<file path="src/rtl/isaPkg.sv">
package isaPkg;

	// Data, address and instruction widths.
	typedef logic [31:0] word;
	typedef logic [4:0] regAddr;
	typedef logic [31:0] instrWord;

	// Command classes seen by decode, execute and the hazard unit.
	typedef enum logic [1:0] {
		opOther = 2'b00,
		opJump  = 2'b01,
		opStore = 2'b10,
		opLoad  = 2'b11
	} opClass;

	typedef enum logic [2:0] {
		aluAdd,
		aluSub,
		aluAnd,
		aluOr,
		aluXor,
		aluSlt
	} aluOp;

	typedef enum logic [1:0] {
		brNone,
		brEq,
		brNe,
		brJal
	} branchKind;

	// Major opcodes of the supported subset.
	localparam logic [6:0] opcodeOp     = 7'b0110011;
	localparam logic [6:0] opcodeOpImm  = 7'b0010011;
	localparam logic [6:0] opcodeLoad   = 7'b0000011;
	localparam logic [6:0] opcodeStore  = 7'b0100011;
	localparam logic [6:0] opcodeBranch = 7'b1100011;
	localparam logic [6:0] opcodeJal    = 7'b1101111;

endpackage

</file>
<file path="src/rtl/pipePkg.sv">
package pipePkg;
	import isaPkg::*;

	typedef struct packed {
		logic     valid;
		word      pc;
		instrWord instr;
	} fetchDecodeReg;

	typedef struct packed {
		logic      valid;
		word       pc;
		opClass    opCls;
		aluOp      alu;
		branchKind branch;
		regAddr    rs1;
		regAddr    rs2;
		regAddr    rd;
		logic      regWe;
		logic      useImm;
		word       imm;
		word       rdata1;
		word       rdata2;
	} decodeExecReg;

	typedef struct packed {
		logic   valid;
		opClass opCls;
		regAddr rd;
		logic   regWe;
		word    result;
		word    storeData;
	} execMemReg;

	typedef struct packed {
		logic   valid;
		regAddr rd;
		logic   regWe;
		word    result;
	} memWbReg;

	// Where an execute operand comes from.
	typedef enum logic [1:0] {
		fwdReg,
		fwdMem,
		fwdWb
	} fwdSel;

	typedef struct packed {
		logic  stallFetch;
		logic  stallDecode;
		logic  flushDecode;
		logic  flushExec;
		fwdSel fwdA;
		fwdSel fwdB;
	} hazardCtrl;

endpackage

</file>
<file path="src/rtl/cpuCore.sv">
`timescale 1ns/1ps

module cpuCore import isaPkg::*, pipePkg::*; #(
	parameter word resetVector = 32'h0000_0000
) (
	input  logic     clk,
	input  logic     reset,
	output word      instrAddr,
	input  instrWord instrData,
	output word      dataAddr,
	output word      dataWdata,
	output logic     dataWe,
	input  word      dataRdata,
	output logic     wbValid,
	output regAddr   wbRd,
	output word      wbData
);

	hazardCtrl ctrl;
	fetchDecodeReg fd;
	decodeExecReg de;
	execMemReg em;
	memWbReg mw;
	logic redirect;
	word redirectPc;

	fetchStage #(
		.resetVector(resetVector)
	) fetch (
		.clk       (clk),
		.reset     (reset),
		.ctrl      (ctrl),
		.redirect  (redirect),
		.redirectPc(redirectPc),
		.instrAddr (instrAddr),
		.instrData (instrData),
		.fdOut     (fd)
	);

	decodeStage decode (
		.clk  (clk),
		.reset(reset),
		.ctrl (ctrl),
		.fdIn (fd),
		.wb   (mw),
		.deOut(de)
	);

	executeStage execute (
		.clk       (clk),
		.reset     (reset),
		.ctrl      (ctrl),
		.deIn      (de),
		.memFwd    (em.result),
		.wbFwd     (mw.result),
		.emOut     (em),
		.redirect  (redirect),
		.redirectPc(redirectPc)
	);

	memoryStage memory (
		.clk      (clk),
		.reset    (reset),
		.emIn     (em),
		.dataAddr (dataAddr),
		.dataWdata(dataWdata),
		.dataWe   (dataWe),
		.dataRdata(dataRdata),
		.mwOut    (mw)
	);

	hazardUnit hazard (
		.de      (de),
		.fd      (fd),
		.em      (em),
		.mw      (mw),
		.redirect(redirect),
		.ctrl    (ctrl)
	);

	// Mirror of the register file write port.
	assign wbValid = mw.valid && mw.regWe && (mw.rd != '0);
	assign wbRd = mw.rd;
	assign wbData = mw.result;

endmodule

</file>
<file path="src/rtl/decodeStage.sv">
`timescale 1ns/1ps

module decodeStage import isaPkg::*, pipePkg::*; (
	input  logic          clk,
	input  logic          reset,
	input  hazardCtrl     ctrl,
	input  fetchDecodeReg fdIn,
	input  memWbReg       wb,
	output decodeExecReg  deOut
);

	instrWord instr;
	logic [6:0] opcode;
	logic [2:0] funct3;
	regAddr rs1;
	regAddr rs2;
	regAddr rd;
	word rdata1;
	word rdata2;
	word immI;
	word immS;
	word immB;
	word immJ;
	decodeExecReg next;

	assign instr = fdIn.instr;
	assign opcode = instr[6:0];
	assign funct3 = instr[14:12];
	assign rs1 = instr[19:15];
	assign rs2 = instr[24:20];
	assign rd = instr[11:7];

	assign immI = {{20{instr[31]}}, instr[31:20]};
	assign immS = {{20{instr[31]}}, instr[31:25], instr[11:7]};
	assign immB = {{19{instr[31]}}, instr[31], instr[7], instr[30:25], instr[11:8], 1'b0};
	assign immJ = {{11{instr[31]}}, instr[31], instr[19:12], instr[20], instr[30:21], 1'b0};

	regFile regs (
		.clk   (clk),
		.reset (reset),
		.rs1   (rs1),
		.rs2   (rs2),
		.rdata1(rdata1),
		.rdata2(rdata2),
		.wb    (wb)
	);

	always_comb begin
		next = '0;
		next.valid = fdIn.valid;
		next.pc = fdIn.pc;
		next.rs1 = rs1;
		next.rs2 = rs2;
		next.rd = rd;
		next.rdata1 = rdata1;
		next.rdata2 = rdata2;
		next.opCls = opOther;
		next.alu = aluAdd;
		next.branch = brNone;
		if (fdIn.valid) begin
			case (opcode)
				opcodeOp: begin
					next.regWe = 1'b1;
					case (funct3)
						3'b000: next.alu = instr[30] ? aluSub : aluAdd;
						3'b010: next.alu = aluSlt;
						3'b100: next.alu = aluXor;
						3'b110: next.alu = aluOr;
						3'b111: next.alu = aluAnd;
						default: next.regWe = 1'b0;
					endcase
				end
				opcodeOpImm: begin
					// Only ADDI is implemented.
					next.regWe = (funct3 == 3'b000);
					next.useImm = 1'b1;
					next.imm = immI;
				end
				opcodeLoad: begin
					if (funct3 == 3'b010) begin
						next.opCls = opLoad;
						next.regWe = 1'b1;
					end
					next.useImm = 1'b1;
					next.imm = immI;
				end
				opcodeStore: begin
					if (funct3 == 3'b010) begin
						next.opCls = opStore;
					end
					next.useImm = 1'b1;
					next.imm = immS;
				end
				opcodeBranch: begin
					case (funct3)
						3'b000: next.branch = brEq;
						3'b001: next.branch = brNe;
						default: next.branch = brNone;
					endcase
					next.imm = immB;
				end
				opcodeJal: begin
					next.opCls = opJump;
					next.branch = brJal;
					next.regWe = 1'b1;
					next.imm = immJ;
				end
				default: begin
					next.regWe = 1'b0;
				end
			endcase
		end
		// Writes to x0 are dropped here, once for the whole pipe.
		if (rd == '0) begin
			next.regWe = 1'b0;
		end
	end

	always_ff @(posedge clk) begin
		deOut <= next;
		if (reset || ctrl.flushExec) begin
			deOut.valid <= 1'b0;
		end
	end

endmodule

</file>
<file path="src/rtl/executeStage.sv">
`timescale 1ns/1ps

module executeStage import isaPkg::*, pipePkg::*; (
	input  logic         clk,
	input  logic         reset,
	input  hazardCtrl    ctrl,
	input  decodeExecReg deIn,
	input  word          memFwd,
	input  word          wbFwd,
	output execMemReg    emOut,
	output logic         redirect,
	output word          redirectPc
);

	word opA;
	word opB;
	word srcB;
	word aluResult;
	logic taken;
	execMemReg next;

	function automatic word pickOperand(fwdSel sel, word regVal, word memVal, word wbVal);
		case (sel)
			fwdMem: return memVal;
			fwdWb: return wbVal;
			default: return regVal;
		endcase
	endfunction

	assign opA = pickOperand(ctrl.fwdA, deIn.rdata1, memFwd, wbFwd);
	assign opB = pickOperand(ctrl.fwdB, deIn.rdata2, memFwd, wbFwd);
	assign srcB = deIn.useImm ? deIn.imm : opB;

	always_comb begin
		case (deIn.alu)
			aluSub: aluResult = opA - srcB;
			aluAnd: aluResult = opA & srcB;
			aluOr: aluResult = opA | srcB;
			aluXor: aluResult = opA ^ srcB;
			aluSlt: aluResult = {31'd0, $signed(opA) < $signed(srcB)};
			default: aluResult = opA + srcB;
		endcase
	end

	// Branch compare uses both register operands.
	always_comb begin
		case (deIn.branch)
			brEq: taken = (opA == opB);
			brNe: taken = (opA != opB);
			brJal: taken = 1'b1;
			default: taken = 1'b0;
		endcase
	end

	assign redirect = deIn.valid && taken;
	assign redirectPc = deIn.pc + deIn.imm;

	always_comb begin
		next.valid = deIn.valid;
		next.opCls = deIn.opCls;
		next.rd = deIn.rd;
		next.regWe = deIn.regWe;
		next.result = (deIn.branch == brJal) ? deIn.pc + 32'd4 : aluResult;
		next.storeData = opB;
	end

	always_ff @(posedge clk) begin
		emOut <= next;
		if (reset) begin
			emOut.valid <= 1'b0;
		end
	end

endmodule

</file>
<file path="src/rtl/fetchStage.sv">
`timescale 1ns/1ps

module fetchStage import isaPkg::*, pipePkg::*; #(
	parameter word resetVector = 32'h0000_0000
) (
	input  logic          clk,
	input  logic          reset,
	input  hazardCtrl     ctrl,
	input  logic          redirect,
	input  word           redirectPc,
	output word           instrAddr,
	input  instrWord      instrData,
	output fetchDecodeReg fdOut
);

	word pc;

	assign instrAddr = pc;

	// A redirect never coincides with a load-use stall.
	always_ff @(posedge clk) begin
		if (reset) begin
			pc <= resetVector;
		end else if (redirect) begin
			pc <= redirectPc;
		end else if (!ctrl.stallFetch) begin
			pc <= pc + 32'd4;
		end
	end

	// Flush wins over stall.
	always_ff @(posedge clk) begin
		if (reset || ctrl.flushDecode) begin
			fdOut.valid <= 1'b0;
		end else if (!ctrl.stallDecode) begin
			fdOut.valid <= 1'b1;
		end
		if (!ctrl.stallDecode) begin
			fdOut.pc <= pc;
			fdOut.instr <= instrData;
		end
	end

endmodule

</file>
<file path="src/rtl/hazardUnit.sv">
`timescale 1ns/1ps

module hazardUnit import isaPkg::*, pipePkg::*; (
	input  decodeExecReg  de,
	input  fetchDecodeReg fd,
	input  execMemReg     em,
	input  memWbReg       mw,
	input  logic          redirect,
	output hazardCtrl     ctrl
);

	regAddr rs1D;
	regAddr rs2D;
	logic loadUse;

	// Memory stage is younger, so it is checked first.
	function automatic fwdSel pickSource(regAddr src, execMemReg memReg, memWbReg wbReg);
		if (src == '0) begin
			return fwdReg;
		end
		if (memReg.valid && memReg.regWe && memReg.rd == src) begin
			return fwdMem;
		end
		if (wbReg.valid && wbReg.regWe && wbReg.rd == src) begin
			return fwdWb;
		end
		return fwdReg;
	endfunction

	// Decode sources come straight from the raw instruction.
	assign rs1D = fd.instr[19:15];
	assign rs2D = fd.instr[24:20];

	assign loadUse = de.valid && (de.opCls == opLoad) && (de.rd != '0) && fd.valid &&
		((de.rd == rs1D) || (de.rd == rs2D));

	always_comb begin
		ctrl.fwdA = pickSource(de.rs1, em, mw);
		ctrl.fwdB = pickSource(de.rs2, em, mw);

		// Load-use holds fetch and decode and drops a bubble into execute.
		ctrl.stallFetch = loadUse;
		ctrl.stallDecode = loadUse;

		// Taken branch or jump kills the two younger instructions.
		ctrl.flushDecode = redirect;
		ctrl.flushExec = redirect || loadUse;
	end

endmodule

</file>
<file path="src/rtl/memoryStage.sv">
`timescale 1ns/1ps

module memoryStage import isaPkg::*, pipePkg::*; (
	input  logic      clk,
	input  logic      reset,
	input  execMemReg emIn,
	output word       dataAddr,
	output word       dataWdata,
	output logic      dataWe,
	input  word       dataRdata,
	output memWbReg   mwOut
);

	memWbReg next;

	// The ALU result is the address for loads and stores.
	assign dataAddr = emIn.result;
	assign dataWdata = emIn.storeData;
	assign dataWe = emIn.valid && (emIn.opCls == opStore);

	always_comb begin
		next.valid = emIn.valid;
		next.rd = emIn.rd;
		next.regWe = emIn.regWe;
		next.result = (emIn.opCls == opLoad) ? dataRdata : emIn.result;
	end

	always_ff @(posedge clk) begin
		mwOut <= next;
		if (reset) begin
			mwOut.valid <= 1'b0;
		end
	end

endmodule

</file>
<file path="src/rtl/regFile.sv">
`timescale 1ns/1ps

module regFile import isaPkg::*, pipePkg::*; (
	input  logic    clk,
	input  logic    reset,
	input  regAddr  rs1,
	input  regAddr  rs2,
	output word     rdata1,
	output word     rdata2,
	input  memWbReg wb
);

	word regs [1:31];
	logic wrEn;

	assign wrEn = wb.valid && wb.regWe && (wb.rd != '0);

	// Architectural state starts at zero.
	always_ff @(posedge clk) begin
		if (reset) begin
			for (int i = 1; i < 32; i++) begin
				regs[i] <= '0;
			end
		end else if (wrEn) begin
			regs[wb.rd] <= wb.result;
		end
	end

	// Same-cycle write is returned to the reader.
	assign rdata1 = (rs1 == '0) ? '0 : (wrEn && wb.rd == rs1) ? wb.result : regs[rs1];
	assign rdata2 = (rs2 == '0) ? '0 : (wrEn && wb.rd == rs2) ? wb.result : regs[rs2];

endmodule

</file>
<file path="config.mk">
export PLATFORM = sky130hd
export DESIGN_NAME = cpuCore
export DESIGN_NICKNAME = d
export VERILOG_FILES = /design/src/rtl/isaPkg.sv /design/src/rtl/pipePkg.sv /design/src/rtl/cpuCore.sv /design/src/rtl/decodeStage.sv /design/src/rtl/executeStage.sv /design/src/rtl/fetchStage.sv /design/src/rtl/hazardUnit.sv /design/src/rtl/memoryStage.sv /design/src/rtl/regFile.sv
export SDC_FILE = /design/constraint.sdc
export NUM_CORES = 2
export LEC_CHECK = 0
export BUFFER_PORTS_ARGS = -buffer_cell sky130_fd_sc_hd__buf_2
export CAP_MARGIN = 0
export CORE_ASPECT_RATIO = 0.7
export CORE_UTILIZATION = 25
export CTS_BUF_LIST = sky130_fd_sc_hd__clkbuf_4 sky130_fd_sc_hd__clkbuf_8
export CTS_CLUSTER_SIZE = 20
export DETAILED_ROUTE_END_ITERATION = 10
export SYNTH_ARGS = -nofsm -noshare
export SYNTH_HDL_FRONTEND = slang
export SYNTH_SLANG_ARGS = --single-unit
</file>
<file path="constraint.sdc">
create_clock -name clk -period 6.93 [get_ports clk]
set_input_delay 0.693 -clock clk [delete_from_list [all_inputs] [get_ports clk]]
set_output_delay 0.693 -clock clk [all_outputs]
set_load 0.02 [all_outputs]
</file>
==> impl_metrics.json <==
{
  "routed_via_density": 5.18,
  "dieArea_mm2": 0.304,
  "netlist_instances": 5655,
  "slowest_delay_ns": 1.20,
  "synth_warnings": 0,
  "critPathKind": "flip-flop to flip-flop",
  "drt_iter0_drc": 6655,
  "cts.sinks": 1385,
  "die_h_um": 462,
  "powerDensity_mw_per_mm2": 259,
  "drtAntennaViolNets": 0,
  "synth_area_per_cell_um2": 13.4,
  "numCtsBuffers": 211,
  "wl_um": 268000,
  "maxCapViolCount": 0,
  "syn2layout_area_growth_pct": 13.5,
  "fill_cells": 30100,
  "vias": 51400,
  "final-setup-viol-count": 0,
  "antenna_found_initial": 15,
  "drc": 0,
  "crit_fanout": 26,
  "dp.cells": 9475,
  "hpwl_um": 175000,
  "cp_cell_sequence": "and2_1, a21oi_1, or3_1, ha_1, buf_4, a221o_1, o21ai_1, o21ai_0, ha_1, o21a_1, o211ai_1, nor4_1, o211ai_1, nand3_1, a221oi_1, o31ai_1, mux2i_1, a22oi_1",
  "power_w": 0.0222,
  "endpoint_kind": "flip-flop",
  "vdd_drop_max_mv": 0.174,
  "tritoncts": "done",
  "fin_crit_ns": 6.70,
  "fmax_mhz": 149,
  "rsz0062_at_grt": "false",
  "hold_path.class": "input port to flip-flop",
  "finalCritPeriodShare_pct": 96.6,
  "start_kind": "flip-flop",
  "wl_per_cell_um": 27.0,
  "cts_resized": 0,
  "core_area_mm2": 0.300,
  "io_pins": 201,
  "final_cell_mix": "edfxtp_1, and2_1, mux4_2",
  "synth_enable_flop_cells": 1088,
  "overflow": 0,
  "synth-seq-cells": 1385,
  "fin_tns_setup_ns": 0,
  "drt-pass1-iter-count": 8,
  "place.gp.congestion": 0.929,
  "yosysSeqAreaShare_pct": 51.1,
  "cp_top_family": "simple AND/OR/NAND/NOR gates",
  "final_common_cell": "edfxtp_1",
  "clk_pin_slew_ns": 0.07,
  "cts-root-buf": "clkbuf_8",
  "h-tree-depth": 4,
  "drv_slew": 0,
  "rows": 168,
  "worstMarginPinSlew_ns": 1.42,
  "crit_slowest_cell": "nor4_1",
  "syn_area_mm2": 0.0755,
  "cp_data_required_time_ns": 7.69,
  "crit_arrival_ns": 7.46,
  "fin_cells": 9924,
  "clock_skew_ns": 0.0960,
  "synthArstFlopShare_pct": 0,
  "clock_latency_ns": 0.99,
  "port_buffers": 200,
  "finalHoldWorstSlack_ns": 0.118,
  "drive_gt1_share_pct": 25.5,
  "ys_types": 80,
  "grt_max_degree": 99,
  "grt_pass1_vias": 50000,
  "outcome": "finished clean",
  "postCtsSetupBuffers": 0,
  "ys.flop_type": "edfxtp_1",
  "fp.dieW_um": 659,
  "fin_nets": 5960,
  "grt_pass1_wl_um": 376000,
  "p_leak_nw": 31.0,
  "path_buf_inv": 1,
  "relSlewSlack_pct": 4.33,
  "initial_core_util_pct": 25.2,
  "grtUsageTotal_pct": 17.1,
  "hold_viol": 0,
  "cts_buffer_depth": 4,
  "fin_util_pct": 28.6
}
## worst paths after layout
check                                 start                           end  slack, ns  cells after the start
hold / removal                        reset  execute.emOut[72]$_SDFF_PP0_       0.12                      2
setup / recovery   memory.mwOut[33]$_DFF_P_     execute.emOut[63]$_DFF_P_       0.23                     18
hold reg to reg   fetch.fdOut[36]$_DFFE_PN_     decode.deOut[124]$_DFF_P_       0.34                      0
setup reg to reg   memory.mwOut[33]$_DFF_P_     execute.emOut[63]$_DFF_P_       0.23                     18
## cell usage after synthesis, types with 11 or more instances
| cell | number | area, µm² |
|---|---|---|
| mux4_2 | 640 | 14400 |
| o21ai_0 | 116 | 581 |
| or2_2 | 36 | 225 |
| a21oi_1 | 141 | 706 |
| a221o_1 | 33 | 330 |
| a31oi_1 | 21 | 131 |
| buf_2 | 21 | 105 |
| xor2_1 | 71 | 622 |
| and3_1 | 25 | 156 |
| buf_1 | 78 | 293 |
| o21ai_1 | 31 | 155 |
| nor2b_1 | 45 | 282 |
| nand2_1 | 145 | 544 |
| buf_4 | 102 | 766 |
| nand4_1 | 20 | 125 |
| ha_1 | 133 | 1660 |
| o211ai_1 | 16 | 120 |
| nand3_1 | 55 | 275 |
| nand2b_1 | 14 | 87.6 |
| a211oi_2 | 17 | 213 |
| a221oi_1 | 45 | 394 |
| and2_1 | 1009 | 6310 |
| xnor2_1 | 110 | 963 |
| o21bai_1 | 19 | 143 |
| nor4_1 | 25 | 156 |
| mux2_2 | 44 | 495 |
| edfxtp_1 | 1088 | 32700 |
| inv_1 | 151 | 567 |
| a22oi_1 | 11 | 82.6 |
| a21o_1 | 20 | 150 |
| clkbuf_1 | 376 | 1410 |
| o21a_1 | 22 | 165 |
| o22ai_1 | 12 | 75.1 |
| nor3_1 | 53 | 265 |
| a211oi_1 | 91 | 683 |
| or3_1 | 11 | 68.8 |
| or4_1 | 11 | 82.6 |
| dfxtp_1 | 297 | 5950 |
| nor2_1 | 289 | 1080 |
| mux2i_1 | 83 | 831 |
## repair_timing
item | CTS | global route
hold endpoints to repair | 71 | 0
hold buffers | 64 | 0
endpoints found under the setup margin | 0 | 0
## power breakdown
group | internal, W | switching, W | leakage (nW) | total (W)
logic | 0.00162 | 0.00318 | 15.0 | 0.00480
registers | 0.00951 | 0.000612 | 13.8 | 0.0101
clock network | 0.00374 | 0.00350 | 2.25 | 0.00724
## through the flow
step                      area [µm²]  worst slack (ns)
final                          85700             0.233
after CTS                      85600             0.596
after detailed placement       80700             0.681
after global placement         80700             0.698
after floorplan                75600              1.93
after global routing           85600            0.0486
## cell families (layout without fill, tap and decap cells)
logic type / count (synthesis) / count (layout) / share of synthesized area (%)
AND/OR/NAND/NOR: 1768 / 1768 / 13.1
flip-flops: 1385 / 1385 / 51.1
multiplexers: 767 / 767 / 20.8
buffers and inverters: 733 / 967 / 4.22
AO/OA/AOI/OAI: 684 / 684 / 6.27
XOR/XNOR: 181 / 181 / 2.10
adder cells (fa/ha/maj): 136 / 136 / 2.28
other: 1 / 41 / 0.00497
## final cells by class
cell class / instances / area [µm²] / area share (%)
Antenna cell: 9 / 22.5 / 0.0263
Clock buffer: 292 / 3610 / 4.22
Clock inverter: 83 / 649 / 0.758
Inverter: 153 / 574 / 0.670
Multi-Input combinational cell: 3568 / 34100 / 39.8
Sequential cell: 1385 / 38700 / 45.1
Tap cell: 3995 / 5000 / 5.83
Timing Repair Buffer: 439 / 3070 / 3.58
## registers in the layout (all words and copies together) (netlist names), named ones only
register and cells:
execute.emOut 73, decode.regs.regs 1024, decode.deOut 142, fetch.fdOut 65, fetch.instrAddr 32, memory.mwOut 39
## routing by layer
metal | share of wire [%] | vias to the layer above | GRT usage (%) | routed length [µm]
met4 | 2.7 | 8 | 4.63 | 7200
met2 | 41 | 3040 | 23.8 | 110000
met1 | 45 | 26500 | 25.5 | 120000
li1 | - | 21400 | - | -
met3 | 12 | 452 | 4.82 | 30900
met5 | 0.060 | - | 0.266 | 161
(Power assumes the default switching activity.)
